===== src/logic/uartPkg.sv =====
`default_nettype none

package uartPkg;

	// **************************************************
	// Rates and frame format
	// **************************************************
	localparam int clkPerTick = 4;		// sysClk cycles per oversampling tick
	localparam int ticksPerBit = 16;	// Ticks per serial bit
	localparam int dataBits = 8;
	localparam int stopBits = 1;
	localparam int fifoDepth = 8;		// Receive FIFO entries

	// Counter widths
	localparam int clkCntBits = $clog2(clkPerTick);
	localparam int tickCntBits = $clog2(ticksPerBit);
	localparam int bitCntBits = $clog2(dataBits);
	localparam int ptrBits = $clog2(fifoDepth);
	localparam int occBits = $clog2(fifoDepth + 1);	// Occupancy must reach fifoDepth

	// Terminal counts at counter width
	localparam logic [clkCntBits-1:0] clkLast = clkCntBits'(clkPerTick - 1);
	localparam logic [tickCntBits-1:0] tickLast = tickCntBits'(ticksPerBit - 1);
	localparam logic [tickCntBits-1:0] tickMid = tickCntBits'(ticksPerBit / 2 - 1);
	localparam logic [bitCntBits-1:0] bitLast = bitCntBits'(dataBits - 1);
	localparam logic [bitCntBits-1:0] stopLast = bitCntBits'(stopBits - 1);
	localparam logic [occBits-1:0] fifoFullCnt = occBits'(fifoDepth);

	// **************************************************
	// Payload types
	// **************************************************
	typedef logic [dataBits-1:0] uartByte_t;

	// One received frame
	typedef struct packed {
		uartByte_t data;
		logic frameErr;		// Stop bit read low
	} rxWord_t;

	// Host status flags
	typedef struct packed {
		logic txBusy;
		logic rxError;
		logic fifoEmpty;
		logic fifoFull;
		logic fifoOverflow;
		logic bistBusy;
		logic bistError;
	} uartStatus_t;

endpackage

`default_nettype wire

===== src/logic/uartTop.sv =====
`default_nettype none

module uartTop (
	input wire sysClk,
	input wire rst,
	input wire rx,
	input wire cts,
	input wire uartPkg::uartByte_t txData,
	input wire txStart,
	input wire pop,
	input wire bistStart,
	output logic tx,
	output uartPkg::rxWord_t rxWord,
	output uartPkg::uartStatus_t status
);

	logic tick;
	logic txBusy;
	logic rxDone;
	logic rxError;
	logic bistMode;			// Selects loopback
	logic bistTxStart;
	logic bistBusy;
	logic bistError;
	logic fifoEmpty;
	logic fifoFull;
	logic fifoOverflow;
	logic txStartSel;
	logic rxSel;
	uartPkg::uartByte_t bistTxData;
	uartPkg::uartByte_t txDataSel;
	uartPkg::rxWord_t rxOut;

	// **************************************************
	// Loopback muxes
	// **************************************************
	assign txDataSel = bistMode ? bistTxData : txData;
	assign txStartSel = bistMode ? bistTxStart : txStart;
	assign rxSel = bistMode ? tx : rx;		// Own line back in

	// Host status
	assign status = '{
		txBusy: txBusy,
		rxError: rxError,
		fifoEmpty: fifoEmpty,
		fifoFull: fifoFull,
		fifoOverflow: fifoOverflow,
		bistBusy: bistBusy,
		bistError: bistError
	};

	baudGen i_baudGen (.sysClk, .rst, .tick);

	uartTx i_uartTx (
		.sysClk,
		.rst,
		.tick,
		.data(txDataSel),
		.start(txStartSel),
		.cts,
		.tx,			// Port always shows the line
		.txBusy
	);

	uartRx i_uartRx (.sysClk, .rst, .tick, .rx(rxSel), .rxDone, .rxOut, .rxError);

	selfTest i_selfTest (
		.sysClk,
		.rst,
		.bistStart,
		.seed(txData),
		.rxDone,
		.rxIn(rxOut),
		.txBusy,
		.bistMode,
		.bistTxData,
		.bistTxStart,
		.bistBusy,
		.bistError
	);

	rxFifo i_rxFifo (
		.sysClk,
		.rst,
		.wrEn(rxDone),
		.wrData(rxOut),
		.bistMode,		// Blocks loopback writes
		.pop,
		.head(rxWord),
		.fifoEmpty,
		.fifoFull,
		.fifoOverflow
	);

endmodule

`default_nettype wire


===== src/logic/rxFifo.sv =====
`default_nettype none

module rxFifo (
	input wire sysClk,
	input wire rst,
	input wire wrEn,
	input wire uartPkg::rxWord_t wrData,
	input wire bistMode,
	input wire pop,
	output uartPkg::rxWord_t head,
	output logic fifoEmpty,
	output logic fifoFull,
	output logic fifoOverflow
);

	uartPkg::rxWord_t mem [uartPkg::fifoDepth];
	logic [uartPkg::ptrBits-1:0] rdPtr;
	logic [uartPkg::ptrBits-1:0] wrPtr;
	logic [uartPkg::occBits-1:0] occ;		// Entries held
	logic wrOk;
	logic popOk;

	assign fifoEmpty = (occ == '0);
	assign fifoFull = (occ == uartPkg::fifoFullCnt);
	assign wrOk = wrEn && !bistMode && !fifoFull;	// Loopback bytes stay internal
	assign popOk = pop && !fifoEmpty;
	assign head = mem[rdPtr];		// Show-ahead

	// **************************************************
	// Storage
	// **************************************************
	always_ff @(posedge sysClk) begin
		if (wrOk) mem[wrPtr] <= wrData;
	end

	// Pointers, occupancy and overflow
	always_ff @(posedge sysClk) begin
		if (rst) begin
			rdPtr <= '0;
			wrPtr <= '0;
			occ <= '0;
			fifoOverflow <= 1'b0;
		end else begin
			if (wrOk) wrPtr <= wrPtr + 1'b1;		// Power of two depth wraps
			if (popOk) rdPtr <= rdPtr + 1'b1;
			case ({wrOk, popOk})
				2'b10: occ <= occ + 1'b1;
				2'b01: occ <= occ - 1'b1;
				default: occ <= occ;		// Both or neither
			endcase
			if (wrEn && !bistMode && fifoFull) begin
				fifoOverflow <= 1'b1;		// Word dropped
			end
		end
	end

	occBounded: assert property (
		@(posedge sysClk) disable iff (rst)
		occ <= uartPkg::fifoFullCnt
	);

endmodule

`default_nettype wire


===== src/logic/selfTest.sv =====
`default_nettype none

module selfTest (
	input wire sysClk,
	input wire rst,
	input wire bistStart,
	input wire uartPkg::uartByte_t seed,
	input wire rxDone,
	input wire uartPkg::rxWord_t rxIn,
	input wire txBusy,
	output logic bistMode,
	output uartPkg::uartByte_t bistTxData,
	output logic bistTxStart,
	output logic bistBusy,
	output logic bistError
);

	typedef enum logic [2:0] {
		sIdle,
		sWaitTx,		// Transmitter still finishing
		sStrobe,		// Start strobe out
		sCheck,			// Did the transmitter take it
		sWaitRx			// Loopback byte in flight
	} bistState_t;

	bistState_t state;
	logic byteIdx;				// 0 seed, 1 complement
	uartPkg::uartByte_t seedReg;

	// Byte under test
	assign bistTxData = byteIdx ? ~seedReg : seedReg;
	assign bistTxStart = (state == sStrobe);
	assign bistBusy = (state != sIdle);
	assign bistMode = bistBusy;		// Loopback for the whole run

	// **************************************************
	// Test sequencer
	// **************************************************
	always_ff @(posedge sysClk) begin
		if (rst) begin
			state <= sIdle;
			byteIdx <= 1'b0;
			bistError <= 1'b0;
		end else begin
			case (state)
				sIdle: begin
					if (bistStart) begin
						seedReg <= seed;
						byteIdx <= 1'b0;
						bistError <= 1'b0;		// Fresh verdict per run
						state <= sWaitTx;
					end
				end
				sWaitTx: if (!txBusy) state <= sStrobe;
				sStrobe: state <= sCheck;
				sCheck: begin
					// Busy rises one cycle after acceptance
					// Retry if CTS held the strobe off
					state <= txBusy ? sWaitRx : sWaitTx;
				end
				sWaitRx: begin
					if (rxDone) begin
						if (rxIn.frameErr || (rxIn.data != bistTxData)) begin
							bistError <= 1'b1;		// Sticky until next start
						end
						if (byteIdx) begin
							state <= sIdle;		// Both bytes judged
						end else begin
							byteIdx <= 1'b1;
							state <= sWaitTx;
						end
					end
				end
				default: state <= sIdle;
			endcase
		end
	end

endmodule

`default_nettype wire


===== src/logic/uartRx.sv =====
`default_nettype none

module uartRx (
	input wire sysClk,
	input wire rst,
	input wire tick,
	input wire rx,
	output logic rxDone,
	output uartPkg::rxWord_t rxOut,
	output logic rxError
);

	typedef enum logic [1:0] {
		sIdle,
		sStart,
		sData,
		sStop
	} rxState_t;

	rxState_t state;
	logic [1:0] rxSync;			// Metastability chain
	logic rxLine;
	logic rxPrev;				// Line value at previous tick
	logic [uartPkg::tickCntBits-1:0] tickCnt;
	logic [uartPkg::bitCntBits-1:0] bitCnt;
	uartPkg::uartByte_t shiftReg;

	assign rxLine = rxSync[1];

	// **************************************************
	// Input synchronizer
	// **************************************************
	always_ff @(posedge sysClk) begin
		if (rst) begin
			rxSync <= 2'b11;		// Idle level
		end else begin
			rxSync <= {rxSync[0], rx};
		end
	end

	// **************************************************
	// Receive FSM
	// **************************************************
	always_ff @(posedge sysClk) begin
		rxDone <= 1'b0;		// Single cycle strobe
		if (rst) begin
			state <= sIdle;
			rxPrev <= 1'b1;
			tickCnt <= '0;
			bitCnt <= '0;
			rxError <= 1'b0;
		end else if (tick) begin
			rxPrev <= rxLine;
			case (state)
				sIdle: begin
					// Falling edge between two ticks
					if (rxPrev && !rxLine) begin
						tickCnt <= '0;
						state <= sStart;
					end
				end
				sStart: begin
					if (tickCnt == uartPkg::tickMid) begin
						tickCnt <= '0;
						bitCnt <= '0;
						state <= rxLine ? sIdle : sData;	// High at mid is a glitch
					end else begin
						tickCnt <= tickCnt + 1'b1;
					end
				end
				sData: begin
					if (tickCnt == uartPkg::tickLast) begin
						tickCnt <= '0;
						shiftReg <= {rxLine, shiftReg[uartPkg::dataBits-1:1]};	// LSB first
						if (bitCnt == uartPkg::bitLast) begin
							bitCnt <= '0;
							state <= sStop;
						end else begin
							bitCnt <= bitCnt + 1'b1;
						end
					end else begin
						tickCnt <= tickCnt + 1'b1;
					end
				end
				sStop: begin
					if (tickCnt == uartPkg::tickLast) begin
						tickCnt <= '0;
						if (bitCnt == uartPkg::stopLast) begin
							// Present word on the cycle after the sample
							rxDone <= 1'b1;
							rxOut.data <= shiftReg;
							rxOut.frameErr <= !rxLine;		// Stop bit read low
							rxError <= !rxLine;		// Held until next word
							state <= sIdle;
						end else begin
							bitCnt <= bitCnt + 1'b1;
						end
					end else begin
						tickCnt <= tickCnt + 1'b1;
					end
				end
				default: state <= sIdle;
			endcase
		end
	end

	// Downstream FIFO counts every high cycle as a write
	doneIsPulse: assert property (
		@(posedge sysClk) disable iff (rst)
		rxDone |=> !rxDone
	);

endmodule

`default_nettype wire


===== src/logic/uartTx.sv =====
`default_nettype none

module uartTx (
	input wire sysClk,
	input wire rst,
	input wire tick,
	input wire uartPkg::uartByte_t data,
	input wire start,
	input wire cts,
	output logic tx,
	output logic txBusy
);

	typedef enum logic [1:0] {
		sIdle,
		sStart,
		sData,
		sStop
	} txState_t;

	txState_t state;
	logic pending;				// Accepted and waiting for first tick
	logic [uartPkg::tickCntBits-1:0] tickCnt;
	logic [uartPkg::bitCntBits-1:0] bitCnt;
	uartPkg::uartByte_t shiftReg;

	assign txBusy = (state != sIdle);	// Rises the cycle after acceptance

	// **************************************************
	// Transmit FSM
	// **************************************************
	always_ff @(posedge sysClk) begin
		if (rst) begin
			state <= sIdle;
			pending <= 1'b0;
			tickCnt <= '0;
			bitCnt <= '0;
			tx <= 1'b1;		// Line idles high
		end else begin
			case (state)
				sIdle: begin
					tx <= 1'b1;
					// CTS only gates acceptance
					if (start && cts) begin
						shiftReg <= data;
						pending <= 1'b1;
						state <= sStart;
					end
				end
				sStart: if (tick) begin
					if (pending) begin
						pending <= 1'b0;
						tx <= 1'b0;		// Start bit edge
						tickCnt <= '0;
					end else if (tickCnt == uartPkg::tickLast) begin
						tickCnt <= '0;
						bitCnt <= '0;
						tx <= shiftReg[0];		// LSB first
						state <= sData;
					end else begin
						tickCnt <= tickCnt + 1'b1;
					end
				end
				sData: if (tick) begin
					if (tickCnt == uartPkg::tickLast) begin
						tickCnt <= '0;
						if (bitCnt == uartPkg::bitLast) begin
							bitCnt <= '0;
							tx <= 1'b1;		// Stop bit
							state <= sStop;
						end else begin
							bitCnt <= bitCnt + 1'b1;
							shiftReg <= shiftReg >> 1;
							tx <= shiftReg[1];	// Next bit before the shift lands
						end
					end else begin
						tickCnt <= tickCnt + 1'b1;
					end
				end
				sStop: if (tick) begin
					if (tickCnt == uartPkg::tickLast) begin
						tickCnt <= '0;
						if (bitCnt == uartPkg::stopLast) begin
							state <= sIdle;		// Busy drops here
						end else begin
							bitCnt <= bitCnt + 1'b1;
						end
					end else begin
						tickCnt <= tickCnt + 1'b1;
					end
				end
				default: state <= sIdle;
			endcase
		end
	end

	// Line stays marking outside a frame and while waiting for a tick
	idleLineHigh: assert property (
		@(posedge sysClk) disable iff (rst)
		!txBusy |-> tx
	);

endmodule

`default_nettype wire


===== src/logic/baudGen.sv =====
`default_nettype none

module baudGen (
	input wire sysClk,
	input wire rst,
	output logic tick		// One cycle every clkPerTick cycles
);

	logic [uartPkg::clkCntBits-1:0] clkCnt;

	// **************************************************
	// Modulo counter
	// **************************************************
	always_ff @(posedge sysClk) begin
		if (rst) begin
			clkCnt <= '0;
			tick <= 1'b0;
		end else if (clkCnt == uartPkg::clkLast) begin
			clkCnt <= '0;		// Wrap
			tick <= 1'b1;		// Registered so glitch free
		end else begin
			clkCnt <= clkCnt + 1'b1;
			tick <= 1'b0;
		end
	end

	// Tick is an enable and never a level
	tickIsPulse: assert property (
		@(posedge sysClk) disable iff (rst)
		tick |=> !tick
	);

endmodule

`default_nettype wire


===== config.mk =====
export PLATFORM = sky130hd
export DESIGN_NAME = uartTop
export DESIGN_NICKNAME = d
export VERILOG_FILES = /design/src/logic/uartPkg.sv /design/src/logic/uartTop.sv /design/src/logic/rxFifo.sv /design/src/logic/selfTest.sv /design/src/logic/uartRx.sv /design/src/logic/uartTx.sv /design/src/logic/baudGen.sv
export SDC_FILE = /design/constraint.sdc
export NUM_CORES = 1
export LEC_CHECK = 0
export BUFFER_PORTS_ARGS = -buffer_cell sky130_fd_sc_hd__buf_2
export CORE_MARGIN = 1.5
export CORE_UTILIZATION = 30
export CTS_BUF_LIST = sky130_fd_sc_hd__clkbuf_16
export CTS_CLUSTER_DIAMETER = 80
export DETAILED_ROUTE_END_ITERATION = 16
export PLACE_DENSITY = 0.55
export SYNTH_ARGS = -nofsm -noshare
export SYNTH_HDL_FRONTEND = slang
export SYNTH_SLANG_ARGS = --single-unit

===== constraint.sdc =====
create_clock -name sysClk -period 6.3 [get_ports sysClk]
set_input_delay 1.89 -clock sysClk [delete_from_list [all_inputs] [get_ports sysClk]]
set_output_delay 1.89 -clock sysClk [all_outputs]
set_load 0.01 [all_outputs]

==> results of run 1 <==
## Yosys cell counts, types with 2 or more instances
cell type and number:
edfxtp_1 105, dfxtp_1 47, nor2_1 41, nand2_1 28, o21ai_0 28, a21oi_1 27, ha_1 22, inv_1 19
mux4_2 18, nor3_1 13, xor2_1 12, mux2i_1 11, mux2_2 10, xnor2_1 10, clkbuf_1 9, buf_2 8
nand4_1 8, buf_4 7, nand2b_1 7, nor2b_1 7, or4_1 6, nor3b_1 5, a211oi_1 4, a31oi_1 4
buf_1 4, nand3_1 4, or3_1 4, nand3b_1 3, nor4_1 3, or2_2 3, a211o_1 2, a32oi_1 2
and3_1 2, nand4b_1 2, nand4bb_1 2, o21bai_1 2, or3b_2 2, or4b_2 2
## cells in the final DEF (no fill, tap or decap), drive strengths merged, types with 14 or more instances in the layout
cell,instances
nor2,41
nor3,14
mux4,18
nand2,28
dfxtp,47
inv,25
buf,35
ha,22
o21ai,29
clkbuf,17
a21oi,27
edfxtp,105
## power by group through the flow
stage               combinational, µW  sequential, µW  clock [µW]
floorplan                         253            1170           0
global placement                  302            1190           0
detailed placement                306            1200           0
CTS                               309            1170         999
global route                      346            1180        1040
finish                            304            1170         978
## sequential cells by signal (all words and copies together), names as in the netlist, 2 cells and up, named ones only
signal	cells
i_selfTest.seedReg	8
i_rxFifo.mem	72
i_uartRx.bitCnt	3
i_uartRx.shiftReg	8
i_uartRx.tickCnt	4
i_selfTest.state	3
i_uartTx.shiftReg	8
i_rxFifo.occ	4
i_rxFifo.rdPtr	3
i_uartTx.bitCnt	3
i_uartTx.state	2
i_uartTx.tickCnt	4
i_uartRx.rxOut	9
i_rxFifo.wrPtr	3
i_uartRx.rxSync	2
i_baudGen.clkCnt	2
## metrics by stage
| stage | std cells | cell area [µm²] | worst slack (ns) | util (%) | total power [µW] |
|---|---|---|---|---|---|
| CTS | 834 | 7700 | 2.16 | 35.2 | 2480 |
| global route | 834 | 7700 | 2.08 | 35.2 | 2570 |
| finish | 834 | 7700 | 2.21 | 35.2 | 2460 |
| global placement | 802 | 7130 | 2.43 | 32.6 | 1500 |
| floorplan | 515 | 6720 | 2.73 | - | 1420 |
| detailed placement | 802 | 7130 | 2.35 | 32.6 | 1500 |
## worst max-delay path, stage by stage, from the launching register on
cell and delay (ns):
dfxtp_1 0.91, mux4_2 0.43, mux2_2 0.29, buf_2 0.14
## logic make-up (layout without fill, tap and decap cells)
logic type,after synthesis,count (layout),share of synthesized area [%]
DFF,152,152,61.0
and+or+nand+nor,149,149,12.0
AOI/OAI and AO/OA,84,84,7.58
buffers and inverters,47,86,3.17
muxes,39,39,9.35
adders and majority gates,22,22,4.10
xor gates and xnor gates,22,22,2.87
## path summary, 6_finish.rpt
path                           start                 end  slack [ns]  cells after the start
setup / recovery                flop           rxWord[0]        2.21                      3
hold / removal    i_uartRx.rxSync[0]  i_uartRx.rxSync[1]        0.41                      1
setup reg to reg     i_rxFifo.occ[0]     i_rxFifo.occ[2]        3.58                      9
hold reg to reg   i_uartRx.rxSync[0]  i_uartRx.rxSync[1]        0.41                      1
## routing by layer
metal  routed length [µm]  global-route usage [%]  vias to the layer above
met5                    0                       0                        -
met4                  241                    4.21                        0
met3                  499                    3.04                       22
met2                 6430                    19.5                       79
met1                 6110                    15.3                     2020
li1                     -                       -                     1985
## final cells by class
class	count	area (µm²)	area share (%)
flip-flops and latches	152	4090	53.2
multi-input cells	316	2430	31.5
clock buffers	17	425	5.53
well taps	280	350	4.55
repair buffers	35	185	2.41
clock inverters	15	144	1.87
inverters	19	71.3	0.926
==> impl_metrics.yaml, run 1 <==
timing:
  fin_crit_sh_pct: 65.0
  drv_slew: 0
  fin_setup_tns_ns: 0
  setup_viol: 0
  max_freq_ghz: 0.244
  timing.hold.ws_ns: 0.414
  fin_crit_ns: 4.09
  relSlewSlack_pct: 23.7
  worst_pin_slew_ns: 1.14
  hold_viol_final: 0
  finClkSkew_ns: 0.00585
  rsz0062_at_grt: "no"
setup_path:
  critical_path_class: "reg2out"
  end_kind: "output port"
  crit_arrival_ns: 2.20
  cp-start-kind: "flop"
  crit_fanout: 18
  crit_required_ns: 4.41
global_routing:
  grt_pass1_vias: 4168
  grt_max_degree: 34
  grt_overflow: 0
  grt_pass1_wl_um: 21900
  gr-usage-all-layers_pct: 11.9
  antenna_found_initial: 0
cts:
  clk_latency_ns: 0.42
  htreeDepth: 4
  cts_resized: 0
  cts_buffer_depth: 2
  postCtsSetupRepairBufs: 0
  cts_sinks: 152
  cts_tree: "yes"
  path_clk_slew_ns: 0.06
  cts_root_buf: "clkbuf_16"
  cts_hold_buf: 0
  cts_buffers: 17
synth:
  yosysSeqAreaShare_pct: 61.0
  synth-seq-cells: 152
  yosys-top-cells-area: "edfxtp_1, dfxtp_1, mux4_2"
  synth_top_area_share_pct: 47.0
  synth_edf_count: 105
  syn_area_um2: 6720
  netlist_instances: 515
  synthesis.nets: 552
  syn_avg_cell_area_um2: 13.0
  synth_cell_type_count: 60
  ys_warn_count: 0
  ys.flop_type: "edfxtp_1"
  synth.largest_area_cell: "edfxtp_1"
  async_flop_share_pct: 0
die:
  core_area_um2: 21900
  dieArea_um2: 23300
  rows: 54
  io_pins: 32
  start_util_pct: 30.7
  dieHeight_um: 153
  die-width_um: 153
run_status:
  status: "complete, no violations"
power_and_ir_drop:
  p_int_uw: 1800
  seqPwrFrac_pct: 47.8
  sw_frac_of_total_pct: 26.9
  powerDensity_nw_per_um2: 319
  vdd_drop_max_uv: 159
  p_comb_share_pct: 12.4
  power_switching_uw: 660
  p_leak_uw: 0.00261
  p_clk_share_pct: 39.8
detailed_routing:
  drc: 0
  vias_per_cell: 4.92
  totalWireLength_um: 13300
  vias: 4106
  postRouteAntennaNets: 0
  drtIter0Drc: 269
  drt-pass1-iter-count: 5
  wire_per_inst_um: 15.9
placed_design:
  dp_hpwl_um: 8870
  place.gp.congestion: 0.798
  portBuffers: 31
finish:
  diodes: 0
  drive_above_1_share_pct: 19.7
  finalNetCount: 578
  area_delta_synth_final_pct: 14.6
  filler_cell_count: 2156
worst_hold_path:
  hold_path.class: "reg2reg"
flow_run:
  max_cap_viol_count: 0
No activity file was read; power rests on OpenSTA's default activity.
==> run 2, diff against run 1 <==
Clock period 6.3 ns to 4.3 ns, I/O delays scaled along.
==> run 2 against run 1 <==
Clock-buffer cell count unchanged. Total power up 56%. Setup slack worse by 1.4 ns. Critical path depth unchanged. Die area unchanged. Utilization up 0.51 points. Largest cell class unchanged.
==> impl_metrics.yaml, run 2 (synthesis gave the netlist of run 1 again) <==
die:
  dieArea_um2: 23300
  dieHeight_um: 153
  io_pins: 32
  rows: 54
  core_area_um2: 21900
  start_util_pct: 30.7
  die-width_um: 153
finish:
  biggestRegsByFlops: "i_rxFifo.mem: 72 flops, i_uartRx.rxOut: 9 flops"
  layout_commonest_cell: "edfxtp_1"
  ff_latch_area_um2: 4090
  finish.instance_area_um2: 7810
  largest_reg_flops: 72
  largest-register: "i_rxFifo.mem"
  diodes: 0
  mostFrequentLayoutCells: "edfxtp_1, dfxtp_1, nor2_1, buf_2"
  filler_cell_count: 2127
  drive_above_1_share_pct: 19.1
  finalNetCount: 584
  multi_input_area_um2: 2410
  area_delta_synth_final_pct: 16.3
setup_path:
  end_kind: "output port"
  critPathSlowestCell: "dfxtp_1"
  crit_required_ns: 3.01
  path_delay_family: "flip-flops"
  crit_arrival_ns: 2.16
  path_buf_inv: 1
  r2r_cells: 9
  cp-start-kind: "flop"
  crit_fanout: 18
  crit_chain: "mux4_2 > mux2_2 > buf_2"
  critical_path_class: "reg2out"
  path_depth: 3
  cp_slowest_stage_delay_ns: 0.90
placed_design:
  place_area_um2: 7150
  portBuffers: 31
  dp_hpwl_um: 9240
  place.gp.congestion: 0.782
detailed_routing:
  vias_per_cell: 4.92
  postRouteAntennaNets: 0
  wire_per_inst_um: 16.2
  drc: 0
  totalWireLength_um: 13600
  vias: 4130
  drtIter0Drc: 262
  drt-pass1-iter-count: 4
cts:
  cts_tree: "yes"
  cts_root_buf: "clkbuf_16"
  cts_resized: 0
  clk_latency_ns: 0.41
  cts_buffers: 17
  cts_sinks: 152
  postCtsSetupRepairBufs: 0
  cts_buffer_depth: 2
  path_clk_slew_ns: 0.06
  htreeDepth: 4
  cts_hold_buf: 0
global_routing:
  antenna_found_initial: 0
  grt_overflow: 0
  grt_pass1_wl_um: 21900
  grt_max_degree: 28
  global_route.usage.met2_pct: 20.5
  grtUsageMet1_pct: 14.8
  grt_busiest_layer: "met2"
  gr-usage-all-layers_pct: 12.1
  grt_pass1_vias: 4087
  grt_util_met3_pct: 3.41
timing:
  rsz0062_at_grt: "no"
  setup_viol: 0
  fin_crit_ns: 3.45
  max_freq_ghz: 0.290
  fin_setup_tns_ns: 0
  relSlewSlack_pct: 22.9
  timing.hold.ws_ns: 0.406
  hold_viol_final: 0
  fin_crit_sh_pct: 80.3
  worst_pin_slew_ns: 1.15
  finClkSkew_ns: 0.00605
  drv_slew: 0
worst_hold_path:
  min_path_cells: 1
  hold_path.class: "reg2reg"
power_and_ir_drop:
  finalPower_uw: 3840
  powerDensity_nw_per_um2: 492
  p_leak_uw: 0.00268
  vdd_drop_max_uv: 211
flow_run:
  max_cap_viol_count: 0
run_status:
  status: "complete, no violations"
-- run 2: cell count changes in the layout (fill, tap and decap cells not counted), moves of 2 or more --
cell / delta
nor3_1: +4
bufinv_16: +5
inv_6: -3
buf_4: +6
nor3_2: -4
inv_1: +2
clkinv_4: -2
clkinvlp_4: -2
-- run 2: stage by stage --
step	setup WS [ns]	util, %	instances
2_1_floorplan	1.33	-	515
3_3_place_gp	1.34	32.7	808
3_5_place_dp	1.24	32.7	808
4_1_cts	0.779	35.7	839
5_1_grt	0.705	35.7	839
6_report	0.846	35.7	839
-- run 2: layout make-up --
cell class | count | area share (%)
Clock inverter | 14 | 2.95
Timing Repair Buffer | 41 | 2.95
Tap cell | 280 | 4.49
Inverter | 19 | 0.913
Sequential cell | 152 | 52.4
Multi-Input combinational cell | 316 | 30.8
Clock buffer | 17 | 5.45
-- run 2: worst paths after layout --
| path | start | slack, ns | end |
|---|---|---|---|
| worst max-delay path | flop | 0.85 | rxWord[8] |
| worst min register to register | i_uartRx.rxSync[0] | 0.41 | i_uartRx.rxSync[1] |
| worst min-delay path | i_uartRx.rxSync[0] | 0.41 | i_uartRx.rxSync[1] |
| worst max register to register | i_rxFifo.occ[0] | 1.52 | i_rxFifo.occ[2] |
-- run 2: report_power, final --
group	leakage, µW	internal [µW]	switching [µW]
registers	0.00133	1650	70.9
clock network	0.000324	1080	574
logic	0.00103	188	279
-- run 2: routing by layer --
layer  routed length (µm)  vias to the layer above
li1                     -                     1994
met1                 6170                     2077
met2                 6930                       51
met3                  402                        8
met4                  110                        0
met5                    0                        -
